`config.mk`:
```
export PLATFORM = sky130hd
export DESIGN_NAME = balanceTop
export DESIGN_NICKNAME = d
export VERILOG_FILES = /design/src/logic/balancePkg.sv /design/src/logic/angleReceiver.sv /design/src/logic/balanceTop.sv /design/src/logic/motorDriver.sv /design/src/logic/pidController.sv
export SDC_FILE = /design/constraint.sdc
export NUM_CORES = 1
export LEC_CHECK = 0
export ABC_AREA = 1
export BUFFER_PORTS_ARGS = -buffer_cell sky130_fd_sc_hd__buf_2
export CELL_PAD_IN_SITES_DETAIL_PLACEMENT = 1
export CELL_PAD_IN_SITES_GLOBAL_PLACEMENT = 1
export CORE_MARGIN = 4
export CORE_UTILIZATION = 35
export CTS_CLUSTER_SIZE = 20
export DETAILED_ROUTE_END_ITERATION = 7
export GPL_TIMING_DRIVEN = 0
export PLACE_DENSITY = 0.76
export RECOVER_POWER = 100
export SYNTH_ARGS = -nofsm -noshare
export SYNTH_HDL_FRONTEND = slang
export SYNTH_SLANG_ARGS = --single-unit
```
`constraint.sdc`:
```
create_clock -name clk -period 6.6 [get_ports clk]
set_input_delay 0 -clock clk [delete_from_list [all_inputs] [get_ports clk]]
set_output_delay 0 -clock clk [all_outputs]
set_load 0.02 [all_outputs]
```
`src/logic/balancePkg.sv`:
```
package balancePkg;

  // angle, error integral and motor power share one word size
  localparam int angleWidth = 16;

  // upright position in sensor units
  localparam logic signed [angleWidth-1:0] targetAngle = 16'sd180;

  // integer PID gains
  localparam logic signed [angleWidth-1:0] kp = 16'sd4;
  localparam logic signed [angleWidth-1:0] ki = 16'sd1;
  localparam logic signed [angleWidth-1:0] kd = 16'sd2;

  // integral clamp, symmetric around zero
  localparam logic signed [angleWidth-1:0] sumLimit = 16'sd1023;

  // motor power saturation bounds
  localparam logic signed [angleWidth-1:0] powerMax = 16'sh7fff;
  localparam logic signed [angleWidth-1:0] powerMin = 16'sh8000;

  // serial bit period in clocks
  localparam int clksPerBit = 8;
  localparam int timerWidth = $clog2(clksPerBit);
  // last tick of a bit, and the tick at mid-bit of the start bit
  localparam logic [timerWidth-1:0] bitLast = timerWidth'(clksPerBit - 1);
  localparam logic [timerWidth-1:0] bitHalf = timerWidth'(clksPerBit / 2 - 1);

  // receiver FSM state codes
  localparam logic [1:0] rxIdle  = 2'd0;
  localparam logic [1:0] rxStart = 2'd1;
  localparam logic [1:0] rxData  = 2'd2;
  localparam logic [1:0] rxStop  = 2'd3;

  // PWM resolution and top duty
  localparam int dutyWidth = 10;
  localparam logic [dutyWidth-1:0] dutyMax = 10'd1023;

  // motor bridge direction codes
  localparam logic [1:0] dirStop     = 2'b00;
  localparam logic [1:0] dirForward  = 2'b01;
  localparam logic [1:0] dirBackward = 2'b10;

endpackage

```
`src/logic/angleReceiver.sv`:
```
module angleReceiver
  import balancePkg::*;
(
  input  logic                  clk,
  input  logic                  rst,
  input  logic                  serialIn,
  output logic [angleWidth-1:0] angle,
  output logic                  angleValid
);

  // two-flop synchronizer on the serial line
  logic [1:0] syncReg;
  logic rxBit;

  // FSM and bit timing
  logic [1:0] rxState;
  logic [timerWidth-1:0] bitTimer;
  logic [2:0] bitIndex;
  // set while the low byte of a sample is held
  logic highByte;

  // payload
  logic [7:0] shiftReg;
  logic [7:0] lowByte;

  // sample points
  logic sampleData;
  logic sampleStop;
  logic stopOk;

  assign rxBit = syncReg[1];

  assign sampleData = (rxState == rxData) && (bitTimer == bitLast);
  assign sampleStop = (rxState == rxStop) && (bitTimer == bitLast);
  assign stopOk = sampleStop && rxBit;

  // idle line is high, so the synchronizer resets to ones
  always_ff @(posedge clk) begin
    if (rst) begin
      syncReg <= 2'b11;
    end else begin
      syncReg <= {syncReg[0], serialIn};
    end
  end

  always_ff @(posedge clk) begin
    if (rst) begin
      rxState <= rxIdle;
      bitTimer <= '0;
      bitIndex <= '0;
      highByte <= 1'b0;
      angleValid <= 1'b0;
    end else begin
      // strobe lasts one cycle
      angleValid <= 1'b0;
      case (rxState)
        rxIdle: begin
          bitTimer <= '0;
          // falling edge means a start bit
          if (!rxBit) begin
            rxState <= rxStart;
          end
        end
        rxStart: begin
          if (bitTimer == bitHalf) begin
            bitTimer <= '0;
            bitIndex <= '0;
            // glitch filter, start bit must still be low at mid-bit
            rxState <= rxBit ? rxIdle : rxData;
          end else begin
            bitTimer <= bitTimer + 1'b1;
          end
        end
        rxData: begin
          if (sampleData) begin
            bitTimer <= '0;
            bitIndex <= bitIndex + 1'b1;
            if (bitIndex == 3'd7) begin
              rxState <= rxStop;
            end
          end else begin
            bitTimer <= bitTimer + 1'b1;
          end
        end
        rxStop: begin
          if (sampleStop) begin
            bitTimer <= '0;
            // back to idle at mid stop bit, line is high there
            rxState <= rxIdle;
            if (stopOk) begin
              highByte <= !highByte;
              angleValid <= highByte;
            end else begin
              // framing error, resync on a low byte
              highByte <= 1'b0;
            end
          end else begin
            bitTimer <= bitTimer + 1'b1;
          end
        end
        default: rxState <= rxIdle;
      endcase
    end
  end

  // data path, LSB arrives first
  always_ff @(posedge clk) begin
    if (sampleData) begin
      shiftReg <= {rxBit, shiftReg[7:1]};
    end
    if (stopOk && !highByte) begin
      lowByte <= shiftReg;
    end
    // held stable until the next sample completes
    if (stopOk && highByte) begin
      angle <= {shiftReg, lowByte};
    end
  end

endmodule

```
`src/logic/balanceTop.sv`:
```
module balanceTop
  import balancePkg::*;
(
  input  logic                 clk,
  input  logic                 rst,
  input  logic                 serialIn,
  output logic           [1:0] leftDirection,
  output logic           [1:0] rightDirection,
  output logic                 leftPwm,
  output logic                 rightPwm,
  output logic [dutyWidth-1:0] duty
);

  // receiver to controller
  logic [angleWidth-1:0] angle;
  logic angleValid;

  // controller to driver
  logic signed [angleWidth-1:0] motorPower;
  logic powerValid;

  // decode
  angleReceiver angleRx (
    .clk        (clk),
    .rst        (rst),
    .serialIn   (serialIn),
    .angle      (angle),
    .angleValid (angleValid)
  );

  // execute
  pidController pid (
    .clk        (clk),
    .rst        (rst),
    .angle      (angle),
    .angleValid (angleValid),
    .motorPower (motorPower),
    .powerValid (powerValid)
  );

  // result
  motorDriver motor (
    .clk            (clk),
    .rst            (rst),
    .motorPower     (motorPower),
    .powerValid     (powerValid),
    .leftDirection  (leftDirection),
    .rightDirection (rightDirection),
    .leftPwm        (leftPwm),
    .rightPwm       (rightPwm),
    .duty           (duty)
  );

endmodule

```
`src/logic/motorDriver.sv`:
```
module motorDriver
  import balancePkg::*;
(
  input  logic                         clk,
  input  logic                         rst,
  input  logic signed [angleWidth-1:0] motorPower,
  input  logic                         powerValid,
  output logic                  [1:0]  leftDirection,
  output logic                  [1:0]  rightDirection,
  output logic                         leftPwm,
  output logic                         rightPwm,
  output logic        [dutyWidth-1:0]  duty
);

  // one extra bit so that -32768 has a magnitude
  logic [angleWidth:0] powerWide;
  logic [angleWidth:0] magnitude;
  logic [dutyWidth-1:0] dutyNext;
  logic [1:0] dirNext;

  // both wheels share one command
  logic [1:0] direction;
  logic [dutyWidth-1:0] pwmCount;
  logic pwmOut;

  always_comb begin
    powerWide = {motorPower[angleWidth-1], motorPower};
    // two's complement absolute value
    magnitude = powerWide[angleWidth] ? (~powerWide + 1'b1) : powerWide;

    if (magnitude > (angleWidth + 1)'(dutyMax)) begin
      dutyNext = dutyMax;
    end else begin
      dutyNext = magnitude[dutyWidth-1:0];
    end

    // sign to direction code
    if (motorPower < 0) begin
      dirNext = dirBackward;
    end else if (motorPower == 0) begin
      dirNext = dirStop;
    end else begin
      dirNext = dirForward;
    end
  end

  always_ff @(posedge clk) begin
    if (rst) begin
      direction <= dirStop;
      duty <= '0;
      pwmCount <= '0;
      pwmOut <= 1'b0;
    end else begin
      // command changes only on a new power sample
      if (powerValid) begin
        direction <= dirNext;
        duty <= dutyNext;
      end
      // free-running period of 1024 clocks
      pwmCount <= pwmCount + 1'b1;
      pwmOut <= (pwmCount < duty);
    end
  end

  assign leftDirection = direction;
  assign rightDirection = direction;
  assign leftPwm = pwmOut;
  assign rightPwm = pwmOut;

endmodule

```
`src/logic/pidController.sv`:
```
module pidController
  import balancePkg::*;
(
  input  logic                         clk,
  input  logic                         rst,
  input  logic        [angleWidth-1:0] angle,
  input  logic                         angleValid,
  output logic signed [angleWidth-1:0] motorPower,
  output logic                         powerValid
);

  // state kept between samples
  logic signed [angleWidth-1:0] prevAngle;
  logic signed [angleWidth-1:0] errorSum;

  // 32-bit working values
  logic signed [31:0] errorFull;
  logic signed [31:0] derivative;
  logic signed [31:0] sumRaw;
  logic signed [31:0] sumClamped;
  logic signed [31:0] pTerm;
  logic signed [31:0] iTerm;
  logic signed [31:0] dTerm;
  logic signed [31:0] powerSum;
  logic signed [angleWidth-1:0] powerSat;

  always_comb begin
    // error and derivative keep full precision, no 16-bit wrap
    errorFull = $signed(angle) - targetAngle;
    // one strobe per sample period, so no divide by time
    derivative = $signed(angle) - prevAngle;

    // integral with symmetric clamp
    sumRaw = errorSum + errorFull;
    if (sumRaw > sumLimit) begin
      sumClamped = sumLimit;
    end else if (sumRaw < -sumLimit) begin
      sumClamped = -sumLimit;
    end else begin
      sumClamped = sumRaw;
    end

    pTerm = kp * errorFull;
    // integral term uses the updated sum
    iTerm = ki * sumClamped;
    dTerm = kd * derivative;
    powerSum = pTerm + iTerm + dTerm;

    // saturate to the 16-bit power range
    if (powerSum > powerMax) begin
      powerSat = powerMax;
    end else if (powerSum < powerMin) begin
      powerSat = powerMin;
    end else begin
      powerSat = powerSum[angleWidth-1:0];
    end
  end

  always_ff @(posedge clk) begin
    if (rst) begin
      // first derivative is measured from upright
      prevAngle <= targetAngle;
      errorSum <= '0;
      powerValid <= 1'b0;
    end else begin
      powerValid <= angleValid;
      if (angleValid) begin
        prevAngle <= $signed(angle);
        errorSum <= sumClamped[angleWidth-1:0];
      end
    end
  end

  // registered output, valid alongside powerValid
  always_ff @(posedge clk) begin
    if (angleValid) begin
      motorPower <= powerSat;
    end
  end

endmodule

```
# == After elaboration in Yosys (flattened, before gate mapping) ==
# Index checks and enable logic that the tools add are counted.
# classes
n_addsub,9
magnitude_cmp,7
n_eq_ne,11
mux,22
bitwise,4
n_reduce_logical,13
# op_table
operator,n
two-way mux 32 bit,2
adder 19 x 32 -> 32 bit,1
adder 32 bit,1
greater-than comparator 32 x 11 -> 1 bit (second input constant),1
greater-than comparator 32 x 16 -> 1 bit (second input constant),1
logical NOT 32 bit,1
less-than comparator 32 x 11 -> 1 bit (second input constant),1
less-than comparator 32 x 16 -> 1 bit (second input constant),1
adder 16 x 17 -> 18 bit,1
adder 17 x 1 -> 17 bit (second input constant),1
greater-than comparator 17 x 10 -> 1 bit (second input constant),1
two-way mux 17 bit,1
NOT 17 bit,1
subtractor 16 x 16 -> 17 bit,1
subtractor 16 x 9 -> 17 bit (second input constant),1
less-than comparator 16 x 1 -> 1 bit (second input constant),1
two-way mux 16 bit,1
two-way mux 3 bit,5
two-way mux 2 bit,7
one-hot mux 3 bit (4 select lines),1
adder 10 x 1 -> 10 bit (second input constant),1
less-than comparator 10 bit,1
two-way mux 10 bit,1
one-hot mux 2 bit (4 select lines),1
18 further kinds,31
# totals
reg_bits,116
in_bits,3
out_inout_bits,16
elab_cells,83

# == Logic depth before layout (Yosys ltp) ==
# logic_depth
ltp_word,9
ltp_mapped,50
mapped_depth_nobuf,47

# == Modules after synthesis ==
# From an unflattened synthesis, not the netlist that was laid out.
# unflattened
hier_cells,1216
area_unflattened_um2,8794.7
# modules_own_cells
module,instances,cells_each,area_each_um2
pidController,1,881,5700.5
angleReceiver,1,109,1552.7
motorDriver,1,226,1541.5

# == Least setup slack after synthesis ==
# Ideal clock, no wire load.
# synth_path
path_type,reg-to-reg
startpoint,register angleRx.angle[2]
endpoint,register pid.motorPower[10] (data pin)
setup_time_ps,253
t_arrival_ps,6197
t_required_ps,6347
slack_ps,150
path_stages_with_launch,42
path_buffers,3
path_cell_list,edfxtp_1 > inv_1 > a21oi_1 > nand2_1 > nand2_1 > nand2_1 > nand2_1 > nor4_1 > nand4_1 > xor2_1 > inv_1 > ha_1 > inv_1 > o31ai_1 > nand2_1 > a21boi_1 > buf_2 > nor3_1 > (+6 left out) > fa_1 > inv_1 > ha_1 > inv_1 > fa_1 > inv_1 > nand2_1 > nand2_1 > nand2_1 > o21bai_1 > nand2_1 > nand3_1 > nand2_1 > nor3_1 > nand3b_1 > nand2_2 > buf_4 > nand2_1
# synth_between
elab_chain_cells,9
word_cells_on_any_way,12
cone_classes,add/sub (5); order compare (4); mux (3)
# synth_rtl
element,line_no,rtl
"start, declared",angleReceiver.sv:7,"output logic [angleWidth-1:0] angle,"
"start signal, assigned",angleReceiver.sv:116,"angle <= {shiftReg, lowByte};"
subtractor 16 x 9 -> 17 bit,pidController.sv:29,errorFull = $signed(angle) - targetAngle;
adder 16 x 17 -> 18 bit,pidController.sv:34,sumRaw = errorSum + errorFull;
less-than comparator 32 x 11 -> 1 bit,pidController.sv:37,end else if (sumRaw < -sumLimit) begin
two-way mux 32 bit,pidController.sv:37,
two-way mux 32 bit,pidController.sv:35,if (sumRaw > sumLimit) begin
adder 19 x 32 -> 32 bit,pidController.sv:47,powerSum = pTerm + iTerm + dTerm;
adder 32 bit (*),pidController.sv:47,
less-than comparator 32 x 16 -> 1 bit,pidController.sv:52,end else if (powerSum < powerMin) begin
two-way mux 16 bit,pidController.sv:52,
"end signal, assigned",pidController.sv:77,motorPower <= powerSat;
"end, declared",pidController.sv:8,"output logic signed [angleWidth-1:0] motorPower,"
# Every way passes the cells marked *; elsewhere a longest branch is shown, timed or not.
# A chain may end at the register's enable or synchronous reset.

# == Worst setup path after layout ==
# layout_path
startpoint,register angleRx.angle[2]
endpoint,register pid.motorPower[6] (data pin)
# The elaborated chain is that of the path after synthesis.

==> summary.md <==
| Metric | Value |
|---|---|
| Vias | `between 8,000 and 9,000` |
| Die Ht | `~170 um` |
| Total global-route track usage | `between 15 and 20%` |
| Synth warn | `0` |
| Placed Area | `~0.0092 mm^2` |
| Final setup viols | `0` |
| Number of nets in the layout | `approximately 1,400` |
| Pleak | `between 5 and 6 nW` |
| Largest net degree at the start of global routing | `18` |
| Cell count of the worst hold path | `2` |
| Max Cap Violations | `0` |
| CTS tree | `built` |
| Hold crit path type | `in -> reg` |
| Worst setup EP type | `flop` |
| Outcome | `complete, no violations` |
| Slowest cell delay on critical path | `~0.5 ns` |
| Reg-to-Reg End | `pid.motorPower[6]` |
| Most common cell after layout, fill and taps aside | `nand2_1` |
| Slew Limit Fails | `0` |
| Worst hold slack | `0.222 ns` |
| Peak Freq | `approximately 0.15 GHz` |
| Max layer used | `met4` |
| Syn_area_per_cell | `7.33 um^2` |
| Clk_lat worst skew | `roughly 0.43 ns` |
| Synthesized area | `between 0.008 and 0.009 mm^2` |
| Crit path kind | `reg -> reg` |
| Top delay family on crit path | `simple AND/OR/NAND/NOR gates` |
| Syn Inst Count | `1,187` |
| Critical path startpoint category | `flop` |
| Max H-tree Level | `4` |
| Final Hold Viols | `0` |
| Seq/Total Area, Yosys | `between 30% and 40%` |
| Syn Nets | `1,282` |
| Crit. Startpoint | `angleRx.angle[2]` |
| CTS root buffer | `clkbuf_16` |
| R2R cell count | `49` |
| Antenna Nets Post-Route | `0` |
| Worst Tran Pin Value | `approximately 1.3 ns` |
| Critical path data required time | `about 6.8 ns` |
| Max VDD drop | `~0.18 mV` |
| Final wirelength | `~29,000 um` |
| Bufs and invs on worst path | `9` |
| Routed wire per std cell | `17.7 um` |
| RSZ-0062 raised after global routing | `yes` |
| CP arrival | `about 6.8 ns` |
| Worst slew margin | `~11%` |
| Gr ovfl total | `0` |
| CTS Buf Count | `17` |
| Final instance area | `~0.011 mm^2` |
| Cell mode on critical path | `nand2_4` |
| Site row count | `between 50 and 60` |
| Period utilization | `99.7%` |
| DR iter-0 viols | `between 300 and 400` |
| Clock Sinks | `approximately 120` |
| Yosys cell types | `47` |
| Drt via density | `around 5` |
| Met2 wire length | `between 10,000 and 15,000 um` |
| Placer Congestion | `around 0.88` |
| R2R Path Start | `angleRx.angle[2]` |
| CP max FO | `7` |
| Number of global-route vias before repair | `approximately 8,600` |
| Port Buffers | `17` |
| Core area | `0.0244 mm^2` |
| First-pass GRT wire length | `around 44,000 um` |
| Initial Util | `a little over a third` |
| Die area | `0.0275 mm^2` |
| FF+latch count, synth | `116` |
| Metal1 wirelength | `around 13,000 um` |
| Most frequent cells in the layout | `226 x nand2_1, 208 x inv_1, 82 x nor2_1, 72 x a21oi_1, 68 x dfxtp_1` |
| Antenna Diode Count | `0` |
| Min-delay src | `rst` |
| Reg clk slew, reported paths | `about 0.06 ns` |
| # IOs | `19` |
| Area delta synth->final | `27.5%` |
| Share of cells above drive strength 1 | `22.3%` |
| Slack of the worst reg-to-reg path | `0.02 ns` |
| Pwr Density | `approximately 160 mW/mm^2` |
| Remaining DRCs | `0` |
| WL met3 | `between 900 and 1000 um` |
| Slowest CP cell | `fa_1` |
| Detail Placement HPWL | `20,000 um` |
| Minimum clock period after layout | `roughly 6.6 ns` |
| Initial antenna violation count | `1` |
| Clock Skew | `roughly 0.016 ns` |
| First-pass iteration count of the detailed router | `5` |
| Bufs on Longest Clock Path | `2` |
| Die Width | `166 um` |
| Fill count | `between 2,000 and 3,000` |
per-layer routing:
metal | vias up | GRT usage (%)
met2 | 147 | 34.7
li1 | 3954 | -
met5 | - | 0
met1 | 4044 | 24.8
met4 | 0 | 6.10
met3 | 43 | 3.00
report_power, final:
part	leakage [nW]	internal, mW	total [mW]	switching [mW]
Clock	0.294	0.597	0.974	0.377
Combinational	3.88	0.0100	0.0337	0.0237
Sequential	0.978	0.745	0.748	0.00352
Total	5.15	1.35	1.76	0.404
stage by stage:
step / cells / utilization (%) / setup slack, ns / TNS [ns] / total power [mW]
global placement: 1528 / 37.7 / -1.44 / -21.28 / 0.795
finish: 1618 / 45.5 / 0.0195 / 0 / 1.76
floorplan: 1187 / - / 0.150 / 0 / 0.784
global route: 1618 / 45.5 / -0.310 / -4.41 / 1.81
detailed placement: 1528 / 37.7 / -1.61 / -23.67 / 0.797
CTS: 1594 / 43.0 / 0.000330 / 0 / 1.77
cells by family (layout without fill, tap and decap cells):
family / count (synthesis) / after routing / synth area share, %
flops: 116 / 116 / 32.2
fa+ha+maj: 92 / 92 / 15.0
xor+xnor: 50 / 50 / 5.03
buf+inv: 253 / 360 / 11.4
simple gates: 488 / 488 / 24.4
compound gates: 188 / 188 / 11.9
worst max path at each step:
stage | to | slack, ns | depth (start not counted)
3_3_place_gp | pid.motorPower[14] | -1.44 | 42
4_1_cts | pid.motorPower[4] | 0.0003 | 42
3_5_place_dp | pid.motorPower[6] | -1.61 | 41
6_report | pid.motorPower[6] | 0.02 | 49
5_1_grt | pid.motorPower[6] | -0.31 | 44
2_1_floorplan | pid.motorPower[10] | 0.15 | 41
sequential cells by signal, summed over array words and instances, names as in the netlist, named ones only:
signal               cells
motor.leftPwm            1
angleRx.rxState          1
motor.pwmCount          10
motor.duty              10
angleRx.bitTimer         3
pid.errorSum            16
angleRx.angle           16
angleRx.angleValid       1
angleRx.bitIndex         3
pid.prevAngle           16
angleRx.syncReg          2
angleRx.shiftReg         8
pid.powerValid           1
angleRx.lowByte          8
angleRx.highByte         1
motor.leftDirection      2
pid.motorPower          16
cell usage after synthesis, drive strengths merged:
cell / count / area share [%]
nand2: 286 / 13
inv: 228 / 9.8
nor2: 103 / 4.7
a21oi: 94 / 5.7
ha: 72 / 10
dfxtp: 68 / 16
o21ai: 66 / 3.8
nand3: 54 / 3.3
edfxtp: 48 / 17
xor2: 34 / 3.4
fa: 20 / 4.6
nor3: 17 / 1.1
clkbuf: 16 / 0.69
xnor2: 16 / 1.6
a21boi: 10 / 0.86
buf: 9 / 0.91
nand4: 9 / 0.65
or2: 8 / 0.58
a31oi: 5 / 0.36
and2: 4 / 0.29
nor4: 3 / 0.22
o21bai: 3 / 0.26
a21o: 2 / 0.17
and3: 2 / 0.14
nand3b: 2 / 0.22
o31ai: 2 / 0.17
a211oi: 1 / 0.086
a22oi: 1 / 0.086
o2111ai: 1 / 0.10
o211a: 1 / 0.12
o211ai: 1 / 0.086
o32ai: 1 / 0.10
repair_timing:
| action | CTS | global route |
|---|---|---|
| hold endpoints to repair | 1 | 0 |
| pin swaps | 33 | 51 |
| cloned | 2 | 0 |
| endpoints found under the setup margin | 16 | 16 |
| resized for setup | 93 | 114 |
| buffers inserted | 33 | 24 |
| hold buffers | 1 | 0 |
area by class of cell:
type                    instances  area, um^2  area share [%]
plain buffers                  24         148            1.33
well taps                     324         405            3.65
flip-flops and latches        116        2800            25.2
clock inverters                15         180            1.62
repair buffers                 76         526            4.73
clock buffers                  17         425            3.83
multi-input cells             818        5750            51.8
inverters                     228         866            7.80
(Power assumes the default switching activity.)
